[config.mk]
export PLATFORM = sky130hd
export DESIGN_NAME = mext_writeback
export DESIGN_NICKNAME = d
export VERILOG_FILES = /design/src/common/mext_isa_pkg.sv /design/src/common/mext_pipe_pkg.sv /design/src/rtl/mext_writeback.sv
export SDC_FILE = /design/constraint.sdc
export NUM_CORES = 1
export LEC_CHECK = 0
export BUFFER_PORTS_ARGS = -buffer_cell sky130_fd_sc_hd__buf_4
export CAP_MARGIN = 20
export CORE_UTILIZATION = 49
export DETAILED_ROUTE_END_ITERATION = 16
export GPL_TIMING_DRIVEN = 0
export PLACE_DENSITY_LB_ADDON = 0.12
export SYNTH_ARGS = -nofsm -noshare
export SYNTH_HDL_FRONTEND = slang
export SYNTH_SLANG_ARGS = --single-unit
[constraint.sdc]
create_clock -name clk -period 1.6 [get_ports clk]
set_input_delay 0.24 -clock clk [delete_from_list [all_inputs] [get_ports clk]]
set_output_delay 0.24 -clock clk [all_outputs]
set_load 0.05 [all_outputs]
[src/common/mext_isa_pkg.sv]
// RISC-V M-extension ISA definitions: word width, operation codes and funct3 encodings
`default_nettype none

package mext_isa_pkg;

    // Machine word width
    localparam int unsigned XLEN = 32;

    // Decoded M operation, zero means nothing held
    typedef enum logic [3:0] {
        M_NONE   = 4'd0,
        M_MUL    = 4'd1,
        M_MULH   = 4'd2,
        M_MULHSU = 4'd3,
        M_MULHU  = 4'd4,
        M_DIV    = 4'd5,
        M_DIVU   = 4'd6,
        M_REM    = 4'd7,
        M_REMU   = 4'd8
    } m_op_e;

    // funct3 field of OP opcode with funct7 = 0000001
    localparam logic [2:0] F3_MUL    = 3'd0;
    localparam logic [2:0] F3_MULH   = 3'd1;
    localparam logic [2:0] F3_MULHSU = 3'd2;
    localparam logic [2:0] F3_MULHU  = 3'd3;
    localparam logic [2:0] F3_DIV    = 3'd4;
    localparam logic [2:0] F3_DIVU   = 3'd5;
    localparam logic [2:0] F3_REM    = 3'd6;
    localparam logic [2:0] F3_REMU   = 3'd7;

endpackage

`default_nettype wire

[src/common/mext_pipe_pkg.sv]
// Pipeline control definitions for the M-extension forward/stall logic
`default_nettype none

package mext_pipe_pkg;

    // Architectural register index width
    localparam int unsigned REG_IDX_W = 5;

    // Forward/stall controller states
    typedef enum logic [1:0] {
        FS_IDLE  = 2'd0,
        FS_EXEC  = 2'd1,
        FS_DRAIN = 2'd2
    } fwd_state_e;

endpackage

`default_nettype wire

[src/rtl/mext_writeback.sv]
// Writeback register that retires one M result per completion and drops writes to x0
`default_nettype none

module mext_writeback (
    input  wire logic                               clk,
    input  wire logic                               rst_n,
    input  wire logic                               complete_i,
    input  wire logic [mext_pipe_pkg::REG_IDX_W-1:0] rd_i,
    input  wire logic [mext_isa_pkg::XLEN-1:0]      result_i,
    output logic                                    we_o,
    output logic [mext_pipe_pkg::REG_IDX_W-1:0]     rd_o,
    output logic [mext_isa_pkg::XLEN-1:0]           result_o
);

    logic write_en;

    // x0 is hardwired, so nothing retires for it
    assign write_en = complete_i && (rd_i != '0);

    always_ff @(posedge clk) begin
        if (!rst_n) begin
            we_o     <= 1'b0;
            rd_o     <= '0;
            result_o <= '0;
        end else begin
            we_o <= write_en;
            if (write_en) begin
                rd_o     <= rd_i;
                result_o <= result_i;
            end
        end
    end

endmodule

`default_nettype wire

# ---- Yosys cells after proc, flatten, opt, wreduce, memory -nomap -nowiden
# Index checks and enable logic that the tools add are counted.
dict set report classes {
  addsub 0
  n_mul 0
  n_div 0
  magnitude_cmp 0
  eq_ne 0
  shifts 0
  muxes 0
  n_bitwise 0
  reduce_logical 2
}
# cell n
set op_table {}
lappend op_table {{$reduce_bool 5->1} 1}
lappend op_table {{$logic_and 1x1->1} 1}
dict set report totals {
  ff_bits 38
  latch_bits 0
  mem_bits_rw 0
  mem_bits_ro 0
  inputBits 40
  output_inout_bits 38
  elab_cells 5
  n_memories 0
}

# ---- Logic depth before layout (Yosys ltp)
dict set report depth {
  depth_word 2
  depth_mapped 6
  mapped_depth_nobuf 3
}

# ---- Worst setup path after synthesis
# OpenSTA, ideal clock, no wires.
dict set report synth_timing {
  path_type {input to register}
  from {in rd_i[4] (netlist name)}
  to {reg result_o[30] (netlist name)}
  setup_ns 0.129
  t_arrival_ns 1.086
  t_required_ns 1.471
  slack_ns 0.385
  cell_stages 4
  path_buffers 2
  path_cell_list {nor4_4 buf_2 buf_2 o211ai_1}
}
dict set report synth_via {
  elab_chain_cells 2
}
# element line_no
set synth_lines {}
lappend synth_lines {{start: declaration} mext_writeback.sv:8} ;# input wire logic [mext_pipe_pkg::REG_IDX_W-1:0] rd_i,
lappend synth_lines {{$reduce_bool 5->1} mext_writeback.sv:18} ;# assign write_en = complete_i && (rd_i != '0);
lappend synth_lines {{$logic_and 1x1->1} mext_writeback.sv:18}
lappend synth_lines {{end signal: assignment} mext_writeback.sv:29} ;# result_o <= result_i;
lappend synth_lines {{end: declaration} mext_writeback.sv:12} ;# output logic [mext_isa_pkg::XLEN-1:0] result_o
# Every way passes these cells.
# A chain may end at the register's enable or synchronous reset.

# ---- Worst setup path in the final report
dict set report layout_timing {
  from {in rd_i[4] (netlist name)}
  to {reg result_o[19] (netlist name)}
}
# The elaborated chain is that of the path after synthesis.

==> flow_summary.yaml <==
final_layout:
  fin_cells: 391
  n_antenna_cell: 0
  area.growth.synth_to_final_pct: 34.4
  layout.nets: 380
  post_route_cells_drive_above_1_share_pct: 28.2
  n_fill_cell: 377
pwr:
  peakVddDrop_mv: 0.525
  power.leakage_uw: 0.00110
  p_per_area_nw_per_um2: 923
sta:
  setup_viol: 0
  rsz_0062_raised_after_global_routing: "false"
  final.period_utilization_pct: 87.5
  setup-tns-final_ns: 0
  report.final.hold_viol_count: 0
  maxSlewHeadroom_pct: 63.7
  final-max-slew-violation-count: 0
  worst_clock_skew_ns: 0
  post-route-min-period_ns: 1.40
  max_freq_ghz: 0.714
  actual_transition_at_the_worst_max_transition_pin_ns: 0.544
  worst_hold_slack_ns: 0.195
floorplanning:
  initial_core_util_pct: 52.3
  die_x_um: 68.1
  floorplan.die_area_um2: 4630
  core_region_area_um2: 4090
  die-height_um: 68.1
  boundaryPins: 78
  floorplan.rows: 23
worst_setup_path:
  path_class: "in -> reg"
  path_buf_inv: 2
  critPathArrivalTime_ns: 1.61
  cp_max_fo: 10
  max_stage_delay_ns: 0.46
  cp.required_ns: 1.81
  crit_family: "simple AND/OR/NAND/NOR gates"
  crit_slowest_cell: "clkbuf_1"
  crit_path_end_kind: "flop"
  setup.worst_path.start_class: "input port"
  timing.critical_path.cells: "buf_4 > nor4_4 > clkbuf_1 > nand4_1 > o211ai_1"
place:
  place_hpwl_um: 4620
  gp_routability_congestion: 0.762
  buffer_ports.inserted: 75
  place_inst: 383
cts:
  clkTransAtPathRegs_ns: 0.08
  numClockSinks: 38
  postCtsResizedCells: 0
  clock_latency_ns: 0.29
  cts_root_buf: "clkbuf_8"
  cts_post_setup_buffers_inserted: 0
  cts_tree: "done"
  postCtsHoldBufs: 0
  cts-root-to-sink-buffers: 2
  tritoncts.num_buffers: 5
  clock_tree.htree_level_count: 2
synthesis:
  synth_top_family_by_area: "simple AND/OR/NAND/NOR gates"
  synth.area.mux_share_pct: 0
  simple_logic_cell_fraction_of_the_synthesized_area_pct: 33.0
  yosys.area_share.xor_xnor_pct: 0
  synth-seq-cells: 38
  cell_area_synth_um2: 2140
  postSynthNetCount: 298
  yosys_warnings: 0
  syn-mean-instance-area_um2: 8.29
  post_synthesis_compound_gate_area_fraction_pct: 23.6
  seq_area_frac_synth_pct: 35.6
  yosys.area_share.adder_pct: 0
  synth.distinct_cells: 19
  postSynthCellCount: 258
route:
  detailedRoute.firstPassIterationCount: 5
  vias_per_cell: 6.59
  dr_total_vias: 2578
  wl_per_cell_um: 17.4
  totalWireLength_um: 6820
  detail_route.iter0.violations: 363
  antenna_violating_nets_remaining: 0
  drc_errors: 0
run:
  maxCapViolations: 0
global_routing:
  grt.total_usage_pct: 31.3
  grt_first_pass_wirelength_um: 11100
  first_global_vias: 2415
  grt_start_max_net_pins: 12
  grt_overflow_total: 0
  grt_antenna_before_repair: 0
hold_path:
  type_of_the_tightest_min_delay_check: "in -> reg"
status:
  run_status: "finished, final reports clean"
[cell usage in the layout, fill, tap and decap left out, types with 4 or more instances in the layout]
cell	synthesis	layout
buf_2	11	11
a31oi_1	32	32
clkbuf_1	26	26
a21oi_1	4	4
clkbuf_8	0	8
o211ai_1	32	32
dfxtp_1	38	38
and4_1	32	32
nand4_1	32	32
nand3_1	34	34
buf_4	0	75
[cells in the mapped netlist, drive strengths merged]
cell type	n	area, µm²
o41ai	1	8.76
a21oi	4	20.0
nor3b	3	22.5
dfxtp	38	761
a21boi	1	7.51
a211oi	3	22.5
nor4	1	21.3
nand3	34	170
a31oi	32	200
and4	32	280
clkbuf	26	97.6
nand4	32	200
nand2	3	11.3
inv	1	3.75
buf	13	62.6
o21ai	1	5.00
o211ai	32	240
clkinv	1	3.75
[report_power, final]
group	leakage, µW	total [µW]	switching (µW)	internal, µW
Sequential	0.000315	1090	63.3	1030
Clock	0.0000575	785	349	435
Combinational	0.000732	779	525	254
Total	0.00110	2650	938	1720
[per-stage QoR]
stage	total power [µW]	util, %	area, µm²	setup slack (ns)
6_report	2650	70.3	2870	0.199
5_1_grt	2750	70.3	2870	0.118
4_1_cts	2640	70.3	2870	0.223
3_5_place_dp	1880	67.6	2760	-0.0326
3_3_place_gp	1870	67.6	2760	0.0319
2_1_floorplan	1590	-	2140	0.385
[kinds of logic (layout without fill, tap and decap cells)]
kind of cell	after synthesis	in the layout
AND/OR/NAND/NOR	105	105
flip-flops	38	38
AO/OA/AOI/OAI	74	74
buffers and inverters	41	124
[layer usage]
| layer | global-route usage (%) | share of wire [%] | vias to the layer above |
|---|---|---|---|
| met4 | 12.0 | 1.2 | 0 |
| met2 | 50.9 | 47 | 140 |
| li1 | - | - | 1225 |
| met1 | 40.3 | 44 | 1205 |
| met3 | 6.33 | 7.8 | 8 |
| met5 | 0 | 0 | - |
[registers in the layout, summed over array words and instances, names as in the netlist]
| name | cells |
|---|---|
| rd_o | 5 |
| we_o | 1 |
| result_o | 32 |
[tightest hold or removal path, delay by kind of cell]
kind | cells | cell delay [ns]
buffers and inverters | 1 | 0.10
AND/OR/NAND/NOR | 2 | 0.12
[path summary, 6_finish.rpt]
path / endpoint / from / slack, ns / cells past startpoint
hold reg to reg: rd_o[0] / rd_o[0] / 0.46 / 2
setup reg to reg: result_o[7] / result_o[7] / 0.83 / 2
setup / recovery: result_o[19] / rd_i[4] / 0.20 / 5
hold / removal: rd_o[0] / rd_i[0] / 0.20 / 3
[final cells by class]
type / count / area [µm²] / share of cell area [%]
inverters: 2 / 7.51 / 0.261
well taps: 50 / 62.6 / 2.18
plain buffers: 39 / 160 / 5.57
clock buffers: 8 / 110 / 3.83
flip-flops and latches: 38 / 761 / 26.5
repair buffers: 75 / 563 / 19.6
multi-input cells: 179 / 1210 / 42.1
No activity file was read; power rests on OpenSTA's default activity.
