===== src/common/mext_pipe_pkg.sv =====
// Pipeline control definitions for the M-extension forward/stall logic
`default_nettype none

package mext_pipe_pkg;

    // Architectural register index width
    localparam int unsigned REG_IDX_W = 5;

    // Forward/stall controller states
    typedef enum logic [1:0] {
        FS_IDLE  = 2'd0,
        FS_EXEC  = 2'd1,
        FS_DRAIN = 2'd2
    } fwd_state_e;

endpackage

`default_nettype wire


===== src/rtl/mext_fwd_stall.sv =====
// Forward/stall controller deriving stall, completion, flush and busy for the M unit
`default_nettype none

module mext_fwd_stall (
    input  wire logic clk,
    input  wire logic rst_n,
    input  wire logic mul_req_i,
    input  wire logic mul_ack_i,
    input  wire logic held_i,
    input  wire logic kill_i,
    output logic      stall_o,
    output logic      complete_o,
    output logic      flush_o,
    output logic      drain_o,
    output logic      busy_o
);

    import mext_pipe_pkg::*;

    fwd_state_e state_q;
    fwd_state_e state_d;
    logic       exec_phase;

    // Executing, or entering execute on this request
    assign exec_phase = (state_q == FS_EXEC) || ((state_q == FS_IDLE) && mul_req_i);

    assign stall_o    = exec_phase && mul_req_i && !mul_ack_i;
    // Kill wins over a completion in the same cycle
    assign complete_o = (state_q == FS_EXEC) && mul_req_i && mul_ack_i && !kill_i;
    assign flush_o    = complete_o || kill_i;
    assign drain_o    = (state_q == FS_DRAIN);
    assign busy_o     = held_i || drain_o;

    always_comb begin
        state_d = state_q;
        case (state_q)
            FS_IDLE: begin
                if (kill_i && held_i) begin
                    state_d = FS_DRAIN;
                end else if (mul_req_i) begin
                    state_d = FS_EXEC;
                end
            end
            FS_EXEC: begin
                if (kill_i) begin
                    state_d = FS_DRAIN;
                end else if (complete_o || !mul_req_i) begin
                    state_d = FS_IDLE;
                end
            end
            FS_DRAIN: begin
                // Stale ack must be gone before the next capture
                if (!mul_ack_i) begin
                    state_d = FS_IDLE;
                end
            end
            default: state_d = FS_IDLE;
        endcase
    end

    always_ff @(posedge clk) begin
        if (!rst_n) begin
            state_q <= FS_IDLE;
        end else begin
            state_q <= state_d;
        end
    end

endmodule

`default_nettype wire


===== config.mk =====
export PLATFORM = sky130hd
export DESIGN_NAME = mext_fwd_stall
export DESIGN_NICKNAME = d
export VERILOG_FILES = /design/src/common/mext_pipe_pkg.sv /design/src/rtl/mext_fwd_stall.sv
export SDC_FILE = /design/constraint.sdc
export NUM_CORES = 1
export LEC_CHECK = 0
export BUFFER_PORTS_ARGS = -buffer_cell sky130_fd_sc_hd__buf_2
export CORE_AREA = 5 5 42 44
export DETAILED_ROUTE_END_ITERATION = 8
export DIE_AREA = 0 0 47 49
export PLACE_DENSITY = 0.34
export SKIP_CTS_REPAIR_TIMING = 1
export SYNTH_ARGS = -nofsm -noshare
export SYNTH_HDL_FRONTEND = slang
export SYNTH_SLANG_ARGS = --single-unit

===== constraint.sdc =====
create_clock -name clk -period 0.9 [get_ports clk]
set_input_delay 0.09 -clock clk [delete_from_list [all_inputs] [get_ports clk]]
set_output_delay 0.09 -clock clk [all_outputs]
set_load 0.1 [all_outputs]

Yosys cells after proc, flatten, opt, wreduce, memory -nomap -nowiden
Index checks and enable logic that the tools add are counted.
{"block": "op_classes", "muxes": 6, "order_cmp": 0, "n_div": 0, "eq_ne": 5, "n_mul": 0, "n_shift": 0, "bitwise": 0, "n_reduce_logical": 16, "addsub": 0}
{"cell": "$mux 2", "n": 5}
{"cell": "$logic_and 1x1->1", "n": 7}
{"cell": "$ne 3x2->1 const B", "n": 2}
{"cell": "$pmux 2 s3", "n": 1}
{"cell": "$logic_or 1x1->1", "n": 4}
{"cell": "$logic_not 1->1", "n": 3}
{"cell": "$reduce_and 3->1", "n": 1}
{"cell": "$eq 2x1->1 const B", "n": 1}
{"cell": "$eq 2x2->1 const B", "n": 1}
{"cell": "$logic_not 2->1", "n": 1}
{"cell": "$ne 2x2->1 const B", "n": 1}
{"block": "word_totals", "regBits": 2, "mem_bits_rw": 0, "mem_count": 0, "inputBits": 6, "output_inout_bits": 5, "latch_bits": 0, "rom_bits": 0, "word_cells": 28}

Longest topological paths before layout
{"block": "depth", "word_depth": 8, "mapped_depth": 3}

Worst setup path after synthesis
No wires, ideal clock.
{"block": "synth_timing", "path_kind": "reg2out", "startpoint": "reg state_q[1]", "endpoint": "out stall_o", "path_buffers": 0, "setup_slack_ns": -1.019, "stages_incl_launch_ff": 3, "arrival_ns": 1.829, "path_cell_list": "dfxtp_1 nor2b_1 nor2b_1"}
{"block": "synth_via", "elab_chain_len": 5, "elab_cells_between_ends": 6}
{"element": "start: declaration", "line_no": "mext_fwd_stall.sv:20", "source": "fwd_state_e state_q;"}
{"element": "start signal: assignment", "line_no": "mext_fwd_stall.sv:65", "source": "state_q <= state_d;"}
{"element": "$logic_not 2->1", "line_no": "mext_fwd_stall.sv:25", "source": "assign exec_phase = (state_q == FS_EXEC) || ((state_q == FS_IDLE) && mul_req_i);"}
{"element": "$logic_and 1x1->1", "line_no": "mext_fwd_stall.sv:25"}
{"element": "$logic_or 1x1->1 (*)", "line_no": "mext_fwd_stall.sv:25"}
{"element": "$logic_and 1x1->1 (*) (2 in a row)", "line_no": "mext_fwd_stall.sv:27", "source": "assign stall_o = exec_phase && mul_req_i && !mul_ack_i;"}
{"element": "end: declaration", "line_no": "mext_fwd_stall.sv:11", "source": "output logic stall_o,"}
Mark *: on every way between the ends. The rest lies on a longest branch, timed or not.

Worst setup path after layout
{"block": "layout_timing", "startpoint": "reg state_q[1]", "endpoint": "out complete_o"}
{"block": "layout_via", "elab_chain_len": 4}
{"element": "$eq 2x1->1", "line_no": "mext_fwd_stall.sv:29", "source": "assign complete_o = (state_q == FS_EXEC) && mul_req_i && mul_ack_i && !kill_i;"}
{"element": "$logic_and 1x1->1 (3 in a row)", "line_no": "mext_fwd_stall.sv:29"}
{"element": "end: declaration", "line_no": "mext_fwd_stall.sv:12", "source": "output logic complete_o,"}
Every way passes these cells.

==> summary.txt <==
Power and ir drop
  • Worst vdd ir: 0.000613 V
  • Cell Pwr Density: 1420 mW/mm^2
  • Final Power: 541 uW
  • Pleak: 0.000179 uW

Yosys
  • Avg Inst Size Synth: 8.05 um^2
  • Yosys cell types: 13
  • Yosys top cell by area: dfxtp_1
  • Sequential area share after synthesis: 31.1%
  • Syn. warnings: 0
  • Mapped Cells: 16
  • Netlist Area Pre-Place: 129 um^2
  • Synth area leaders: dfxtp_1, nor2b_4, nor2b_1
  • Yosys top cell area share: 31.1%
  • Syn nets: 22
  • Synth Register Bits: 2

GRT
  • First-pass GRT wire length: 724 um
  • Pin count of the biggest net entering global routing: 6
  • All-Layer GR Usage: 4.92%
  • Initial antenna violation count: 0
  • Vias in the first global route: 184
  • Total global routing overflow: 0

CTS
  • Latest clock arrival within the worst-skew pair: 0.22 ns
  • CTS HTree Levels: 1
  • CTS Buf Count: 3
  • CTS sink cnt: 2
  • CTS tree: done
  • Root Driver: clkbuf_4
  • Clk slew on worst S/H paths: 0.03 ns
  • Clock buffer depth: 2

Cells and area
  • Synth-to-layout area growth: 196%
  • Layout Nets: 42
  • Commonest cells after routing, fill and taps aside: buf_2, buf_12, nor2b_4, clkbuf_4, buf_4
  • Most flops, register: state_q
  • Layout cells sized above 1: 79.4%
  • Number of diodes: 0
  • Post-route cell area: 382 um^2
  • Max FFs per register: 2
  • Final core occ: 27.2%
  • Multi-input gate area: 123 um^2
  • Fill cell count: 154
  • Biggest regs: state_q (2)
  • Area occupied by registers: 42.5 um^2

Timing
  • Max Slew Vio Count: 0
  • Final critical-path share of the clock period: 135%
  • Max Clock Skew: 0.0000965 ns
  • Final WS setup: -0.313 ns
  • Worst-margin pin slew: 0.153 ns
  • Slew HR: 89.7%
  • Max Fclk: 0.825 GHz
  • Minimum clock period: 1.21 ns
  • Setup-failing EPs final: 5
  • RSZ-0062 raised after global routing: true
  • WHS: 0.112 ns
  • Final Hold Vio Count: 0

Setup path
  • FF-to-FF Start: state_q[0]
  • Worst-path fanout max: 3
  • Worst Setup End Kind: output pin
  • Crit path max-delay family: simple AND/OR/NAND/NOR gates
  • WS Path Type: reg2out
  • Worst r2r path cells: 3
  • Crit-path max cell delay: 0.33 ns
  • WP buf/inv: 1
  • Reg2Reg Setup Slack: 0.05 ns
  • Worst EP arrival: 1.12 ns
  • Startpoint Class: flop
  • R2r endpoint: state_q[0]
  • Crit-path cells: nor2b_4, nand3_2, nor2_4, buf_12
  • Worst path slowest cell: dfxtp_2
  • CP Data Required Time: 0.81 ns

Floorplan
  • Die span in y: 49 um
  • # rows: 14
  • Die area: 0.00230 mm^2
  • I/O pins: 11
  • Horiz. Die Dim: 47 um
  • Starting Density: 9.20%
  • Core area: 0.00140 mm^2

Drt
  • Drt pass-1 iters: 4
  • Antenna violation net count after detailed routing: 0
  • DR WL/cell: 10.0 um
  • Via/cell ratio: 3.64
  • Residual DRC count: 0
  • DRT Wirelength: 500 um
  • Vias post-DR: 182
  • DRT iter0 DRCs: 2

Place
  • Area post-placement: 330 um^2
  • Setup slack at placement: -0.177 ns
  • Routability-driven placement congestion ratio: 0.668
  • Port bufs: 10
  • DP Wirelength: 411 um

Hold path
  • Worst Hold End: state_q[0]
  • Hold Crit Class: in2reg
  • Worst Hold Depth: 2
  • Hold_sp: rst_n

Status
  • Failing checks: negative setup slack
  • Status: finished with violations

Job
  • Max_cap viols: 0
## worst max path at each step
stage,from,endpoint,slack (ns),depth (start not counted)
after global routing,state_q[1],complete_o,-0.37,4
final,state_q[1],complete_o,-0.31,4
after floorplan,state_q[1],busy_o,-0.48,2
after global placement,state_q[1],complete_o,-0.17,4
after CTS,state_q[1],complete_o,-0.43,4
after detailed placement,state_q[1],complete_o,-0.18,4
## final cells by class
class,instances,area share (%)
Timing Repair Buffer,15,44.6
Multi-Input combinational cell,13,32.1
Clock buffer,3,5.90
Inverter,1,0.984
Sequential cell,2,11.1
Tap cell,16,5.25
## layer usage
metal / vias up / routed length (um) / global-route usage (%)
li1: 91 / - / -
met1: 77 / 202 / 5.24
met2: 12 / 204 / 5.20
met3: 2 / 79 / 4.06
met4: 0 / 12 / 5.53
met5: - / 0 / 0
## cell usage after synthesis
cell type / number
a21oi_1: 1
inv_1: 1
or2_1: 1
nand2_1: 1
nor2_1: 2
nand3_1: 1
dfxtp_1: 2
nor2b_4: 1
a21boi_1: 1
o211ai_1: 1
nor2b_1: 2
o211a_1: 1
nand2b_1: 1
## cells by family (layout without fill, tap and decap cells)
| group | count (synthesis) | after routing | share of synthesized area [%] |
|---|---|---|---|
| flip-flops | 2 | 2 | 31.1 |
| AND/OR/NAND/NOR | 9 | 9 | 42.7 |
| AO/OA/AOI/OAI | 4 | 4 | 23.3 |
| buffers and inverters | 1 | 19 | 2.91 |
## worst reg2reg max path, cell delays in order, from the launching register on
cell and delay, ns:
dfxtp_2 0.36, buf_4 0.12, a21oi_1 0.03, o211a_1 0.21
## power by group
group | switching (uW) | internal, uW | total [uW]
clock | 48.0 | 147 | 195
combinational | 136 | 106 | 242
sequential | 7.88 | 96.7 | 105
## stage by stage
stage / setup TNS [ns] / cells
floorplan: -1.51 / 16
global placement: -0.448 / 46
detailed placement: -0.491 / 46
CTS: -1.66 / 49
global route: -1.63 / 50
finish: -1.36 / 50
(Power assumes the default switching activity.)
