$ cat src/common/mext_isa_pkg.sv
// RISC-V M-extension ISA definitions: word width, operation codes and funct3 encodings
`default_nettype none

package mext_isa_pkg;

    // Machine word width
    localparam int unsigned XLEN = 32;

    // Decoded M operation, zero means nothing held
    typedef enum logic [3:0] {
        M_NONE   = 4'd0,
        M_MUL    = 4'd1,
        M_MULH   = 4'd2,
        M_MULHSU = 4'd3,
        M_MULHU  = 4'd4,
        M_DIV    = 4'd5,
        M_DIVU   = 4'd6,
        M_REM    = 4'd7,
        M_REMU   = 4'd8
    } m_op_e;

    // funct3 field of OP opcode with funct7 = 0000001
    localparam logic [2:0] F3_MUL    = 3'd0;
    localparam logic [2:0] F3_MULH   = 3'd1;
    localparam logic [2:0] F3_MULHSU = 3'd2;
    localparam logic [2:0] F3_MULHU  = 3'd3;
    localparam logic [2:0] F3_DIV    = 3'd4;
    localparam logic [2:0] F3_DIVU   = 3'd5;
    localparam logic [2:0] F3_REM    = 3'd6;
    localparam logic [2:0] F3_REMU   = 3'd7;

endpackage

`default_nettype wire

$ cat src/common/mext_pipe_pkg.sv
// Pipeline control definitions for the M-extension forward/stall logic
`default_nettype none

package mext_pipe_pkg;

    // Architectural register index width
    localparam int unsigned REG_IDX_W = 5;

    // Forward/stall controller states
    typedef enum logic [1:0] {
        FS_IDLE  = 2'd0,
        FS_EXEC  = 2'd1,
        FS_DRAIN = 2'd2
    } fwd_state_e;

endpackage

`default_nettype wire

$ cat src/rtl/m_issue.sv
// Issue register that decodes funct3 into an M operation and holds it until flushed
`default_nettype none

module m_issue (
    input  wire logic                             clk,
    input  wire logic                             rst_n,
    input  wire logic                             valid_i,
    input  wire logic [2:0]                       funct3_i,
    input  wire logic [mext_isa_pkg::XLEN-1:0]    operand_a_i,
    input  wire logic [mext_isa_pkg::XLEN-1:0]    operand_b_i,
    input  wire logic [mext_pipe_pkg::REG_IDX_W-1:0] rd_i,
    input  wire logic                             flush_i,
    input  wire logic                             drain_i,
    output mext_isa_pkg::m_op_e                   op_o,
    output logic [mext_isa_pkg::XLEN-1:0]         operand_1_o,
    output logic [mext_isa_pkg::XLEN-1:0]         operand_2_o,
    output logic [mext_pipe_pkg::REG_IDX_W-1:0]   rd_o,
    output logic                                  held_o
);

    import mext_isa_pkg::*;

    logic  capture;
    m_op_e op_dec;

    always_comb begin
        case (funct3_i)
            F3_MUL:    op_dec = M_MUL;
            F3_MULH:   op_dec = M_MULH;
            F3_MULHSU: op_dec = M_MULHSU;
            F3_MULHU:  op_dec = M_MULHU;
            F3_DIV:    op_dec = M_DIV;
            F3_DIVU:   op_dec = M_DIVU;
            F3_REM:    op_dec = M_REM;
            default:   op_dec = M_REMU;
        endcase
    end

    assign held_o  = (op_o != M_NONE);
    // No capture while busy or while the ack pipe drains
    assign capture = valid_i && !held_o && !drain_i;

    always_ff @(posedge clk) begin
        if (!rst_n || flush_i) begin
            op_o <= M_NONE;
        end else if (capture) begin
            op_o <= op_dec;
        end
    end

    always_ff @(posedge clk) begin
        if (capture) begin
            operand_1_o <= operand_a_i;
            operand_2_o <= operand_b_i;
            rd_o        <= rd_i;
        end
    end

endmodule

`default_nettype wire

$ cat config.mk
export PLATFORM = sky130hd
export DESIGN_NAME = m_issue
export DESIGN_NICKNAME = d
export VERILOG_FILES = /design/src/common/mext_isa_pkg.sv /design/src/common/mext_pipe_pkg.sv /design/src/rtl/m_issue.sv
export SDC_FILE = /design/constraint.sdc
export NUM_CORES = 1
export LEC_CHECK = 0
export BUFFER_PORTS_ARGS = -buffer_cell sky130_fd_sc_hd__buf_2
export CAP_MARGIN = 20
export CELL_PAD_IN_SITES_DETAIL_PLACEMENT = 2
export CELL_PAD_IN_SITES_GLOBAL_PLACEMENT = 2
export CORE_MARGIN = 10
export CORE_UTILIZATION = 29
export CTS_CLUSTER_DIAMETER = 100
export DETAILED_ROUTE_END_ITERATION = 6
export GPL_ROUTABILITY_DRIVEN = 0
export MAX_ROUTING_LAYER = met4
export PLACE_DENSITY = 0.81
export SYNTH_ARGS = -nofsm -noshare
export SYNTH_HDL_FRONTEND = slang
export SYNTH_SLANG_ARGS = --single-unit
$ cat constraint.sdc
create_clock -name clk -period 8.4 [get_ports clk]
set_input_delay 1.26 -clock clk [delete_from_list [all_inputs] [get_ports clk]]
set_output_delay 1.26 -clock clk [all_outputs]
set_load 0.03 [all_outputs]
=== After elaboration in Yosys (flattened, before gate mapping) ===
Index checks and enable logic that the tools add are counted.

* Word-level logic and storage cells: 19
* Latch bits: 0
* Output and inout bits: 74
* Input bits: 77
* Bits in read-only memories: 0
* Bits in writable memories: 0
* Flip-flop bits (word level): 73
* Memories: 0

* $add $sub $neg: 0
* Magnitude comparators: 0
* Reduce and logical (&&, ||, !) cells: 8
* Shift-type cells: 0
* Eq/ne operators: 6
* Div/mod/pow operators: 0
* Multiplexer cells: 1
* Bitwise operators: 0
* Multipliers: 0

{| class="wikitable"
|+ Operators with widths
! kind !! number
|-
| $pmux W4 S7 || 1
|-
| $eq A3 B3 Y1 const B || 3
|-
| $eq A3 B2 Y1 const B || 2
|-
| $reduce_bool A4 Y1 || 1
|-
| $eq A3 B1 Y1 const B || 1
|-
| $logic_not A1 Y1 || 3
|-
| $logic_not A3 Y1 || 1
|-
| $logic_and A1 B1 Y1 || 2
|-
| $logic_or A1 B1 Y1 || 1
|}

=== Longest topological paths before layout ===
* Depth after elaboration: 4
* Mapped depth: 5
* Gate-level depth less buffers: 5

=== Least setup slack after synthesis ===
OpenSTA, ideal clock, no wires.

* Path type: input-to-reg
* From: input drain_i
* To: register operand_1_o[0] (netlist bit), enable pin
* Data arrival time: 4371 ps
* Required time: 7902 ps
* Path buffers: 0
* Setup slack: 3531 ps
* Library setup time: 498 ps
* Cell stages on the path: 2
* Path through: nand2b_1 -> nor2_1

* Longest elaborated chain between the ends: 2

{| class="wikitable"
|+ RTL lines
! element !! line !! RTL
|-
| from (decl) || m_issue.sv:13 || <nowiki>input wire logic drain_i,</nowiki>
|-
| $logic_not A1 Y1 || m_issue.sv:41 || <nowiki>assign capture = valid_i && !held_o && !drain_i;</nowiki>
|-
| $logic_and A1 B1 Y1 || m_issue.sv:41 ||
|-
| net capture || m_issue.sv:23 || <nowiki>logic capture;</nowiki>
|-
| to (signal assigned) || m_issue.sv:53 || <nowiki>operand_1_o <= operand_a_i;</nowiki>
|-
| to (decl) || m_issue.sv:15 || <nowiki>output logic [mext_isa_pkg::XLEN-1:0] operand_1_o,</nowiki>
|}

The timed path passes the listed nets, and every way through them passes these cells.
A chain may end at the register's enable or synchronous reset.

=== Worst setup path after layout ===
* From: register op_o[3]
* To: output held_o

* Longest elaborated chain between the ends: 1

{| class="wikitable"
|+ RTL lines
! element !! line !! RTL
|-
| from (decl) || m_issue.sv:14 || <nowiki>output mext_isa_pkg::m_op_e op_o,</nowiki>
|-
| from (signal assigned) || m_issue.sv:47 || <nowiki>op_o <= op_dec;</nowiki>
|-
| $reduce_bool A4 Y1 || m_issue.sv:39 || <nowiki>assign held_o = (op_o != M_NONE);</nowiki>
|-
| to (decl) || m_issue.sv:18 || <nowiki>output logic held_o</nowiki>
|}

No other way between the ends.

==> metrics.txt <==
Hold Vio Cnt, Final=0; Max Cap Viol=0; sequential fraction of the synthesis area=0.915; Util after Layout=0.436; layout cells sized above 1=0.628; clock slew at reported path FFs=0.07 ns; xor and xnor area share after synthesis=0; global route overflow=0; DR DRC count=0; hpwl dp=7600 um; width of the die=110 um; # rows=32; CTS sink count=73; Critical Path Source Type=register; CP Capture Type=primary output; Layout Skew=0.0131 ns; drt first-iter violations=98; Avg Cell Area, Syn=23.5 sq um; # fillers=781; hold depth=2; Total GRT Usage=0.151; CP max FO=5; Post-Syn Area=2350 sq um; outcome=complete, no violations; hold-fix buffers at CTS=0; #FFs+latches synth=73; htree depth=3; flop-to-flop setup slack=6.17 ns; ordered cell list for the critical path=or4_1 > buf_2; first-pass GRT wire length=12400 um; Synth Warn #=0; final net count=343; Max Slew Vio Count=0; Synth Area in Adders=0.0266; largest net degree at the start of global routing=71; cts repair resizes=0; Die Y-Extent=110 um; wire per inst=25.5 um; Worst Hold Endpoint=op_o[0]$_SDFFE_PP0P_; Initial Utilization=0.301; critical path class=reg2out; Synth Instances=100; Root Driver=clkbuf_8; CTS Buffer Depth=2; Synth Area in Compound Gates=0.0255; post-synthesis simple-gate area fraction=0.0261; max incr delay on CP=0.67 ns; number of CTS-inserted buffers=9; Hold Startpoint=op_o[0]$_SDFFE_PP0P_; core footprint=7810 sq um; drt first pass iters=4; area grow syn2layout=44.7%; Hold/Removal Path Class=reg2reg; worst path required time=7.14 ns; fin crit period=2.83 ns; initial antenna violation count=4; I/O pin count=151; Vias/cell=4.34; capturing point of the worst reg2reg path=operand_2_o[28]$_DFFE_PP_; maximum clock rate=0.353 GHz; worst r2r path cells=3; I/O Buffers=150; vias in the first global route=1689; TNS Setup=0 ns; Max VDD drop=0.0000896 V; Final setup viols=0; share of synthesized area spent on multiplexers=0; origin of the critical flop-to-flop path=op_o[3]$_SDFFE_PP0P_; ANT nets after route=0; RSZ-0062 raised after global routing=false; Max stage delay cell, worst path=or4_1; post-CTS setup buffers=0; Post-Syn Nets=182; Worst Path Arrival=1.57 ns; Pwr per Cell Area=218 nW/um^2; clock latency on the worst-skew pair=0.34 ns; largest family of logic cells by synthesized area=adder cells; CTS tree=done; period utilisation layout=0.337; relative slew slack=0.416; Pleak=1.46 nW; die area=12100 sq um; routed via count=1614; worst-margin pin slew=0.876 ns; synth unique cells=19; final wirelength=9480 um
-- metrics by stage --
| stage | hold slack (ns) | worst slack (ns) | instances | total power (W) | instance area (sq um) |
|---|---|---|---|---|---|
| global placement | 0.447 | 5.63 | 352 | 0.000514 | 3240 |
| CTS | 0.475 | 5.54 | 368 | 0.000750 | 3390 |
| detailed placement | 0.459 | 5.59 | 352 | 0.000521 | 3240 |
| floorplan | 0.583 | 3.53 | 100 | 0.000479 | 2350 |
| global route | 0.516 | 5.49 | 372 | 0.000771 | 3400 |
| finish | 0.469 | 5.57 | 372 | 0.000741 | 3400 |
-- cell type report --
cell class / instances / area (sq um) / area share
clock inverters: 5 / 22.5 / 0.00662
flip-flops and latches: 73 / 2150 / 0.632
diodes: 4 / 10.0 / 0.00294
clock buffers: 11 / 131 / 0.0386
inverters: 3 / 11.3 / 0.00331
well taps: 102 / 128 / 0.0375
multi-input cells: 23 / 191 / 0.0562
repair buffers: 151 / 758 / 0.223
-- critical path, delay by kind of cell (launching register included) --
family                 cells  cell delay, ns
and+or+nand+nor            1            0.67
buffers and inverters      1            0.24
DFF                        1            0.32
-- sequential cells by signal, indices dropped and copies added, names as in the netlist --
signal       count
operand_2_o     32
rd_o             5
op_o             4
operand_1_o     32
-- cell families after synthesis --
group,after synthesis
and+or+nand+nor,11
adders and majority gates,5
AOI/OAI and AO/OA,7
DFF,73
buffers and inverters,4
-- worst max-delay path by stage --
stage | startpoint | to | slack, ns
final | op_o[3]$_SDFFE_PP0P_ | held_o | 5.57
after global routing | op_o[3]$_SDFFE_PP0P_ | held_o | 5.49
after CTS | op_o[3]$_SDFFE_PP0P_ | held_o | 5.54
after detailed placement | drain_i | operand_1_o[10]$_DFFE_PP_ | 5.59
after global placement | drain_i | operand_1_o[27]$_DFFE_PP_ | 5.63
after floorplan | drain_i | operand_1_o[0]$_DFFE_PP_ | 3.53
-- power by group --
| group | total, W | switching [W] | internal, W |
|---|---|---|---|
| registers | 0.000425 | 0.00000552 | 0.000419 |
| clock network | 0.000229 | 0.000125 | 0.000104 |
| logic | 0.0000875 | 0.0000614 | 0.0000261 |
| total | 0.000741 | 0.000192 | 0.000549 |
-- placed cells by master (no fill, tap or decap) --
| cell type | instances |
|---|---|
| a2111oi_2 | 1 |
| a211oi_1 | 1 |
| a31o_2 | 1 |
| and2_2 | 1 |
| buf_2 | 150 |
| buf_4 | 1 |
| clkbuf_1 | 2 |
| clkbuf_8 | 9 |
| clkinv_1 | 2 |
| clkinv_2 | 3 |
| dfxtp_1 | 4 |
| diode_2 | 4 |
| edfxtp_1 | 69 |
| ha_1 | 5 |
| inv_1 | 3 |
| nand2_1 | 1 |
| nand2b_1 | 2 |
| nor2_1 | 1 |
| nor2_4 | 1 |
| nor2b_1 | 1 |
| nor3_1 | 2 |
| o21a_1 | 2 |
| o21ai_0 | 1 |
| o41ai_1 | 1 |
| or3_1 | 1 |
| or4_1 | 1 |
-- cell usage after synthesis --
| cell type | number | area [sq um] |
|---|---|---|
| o41ai_1 | 1 | 8.76 |
| nand2b_1 | 2 | 12.5 |
| or3_1 | 1 | 6.26 |
| ha_1 | 5 | 62.6 |
| nor2_1 | 2 | 7.51 |
| o21a_1 | 2 | 15.0 |
| nand2_1 | 1 | 3.75 |
| or4_1 | 1 | 7.51 |
| inv_1 | 3 | 11.3 |
| buf_2 | 1 | 5.00 |
| a31o_2 | 1 | 8.76 |
| edfxtp_1 | 69 | 2070 |
| nor3_1 | 2 | 10.0 |
| dfxtp_1 | 4 | 80.1 |
| a2111oi_2 | 1 | 15.0 |
| a211oi_1 | 1 | 7.51 |
| and2_2 | 1 | 7.51 |
| o21ai_0 | 1 | 5.00 |
| nor2b_1 | 1 | 6.26 |
-- metal layers --
| layer | GRT usage | wire (um) | part of all wire | up-vias |
|---|---|---|---|---|
| met2 | 0.240 | 4560 | 0.48 | 102 |
| met4 | 0.0418 | 82 | 0.0086 | 0 |
| met3 | 0.0743 | 1230 | 0.13 | 7 |
| met1 | 0.165 | 3610 | 0.38 | 791 |
| li1 | - | - | - | 714 |
| met5 | - | 0 | 0 | - |
No activity file was read; power rests on OpenSTA's default activity.
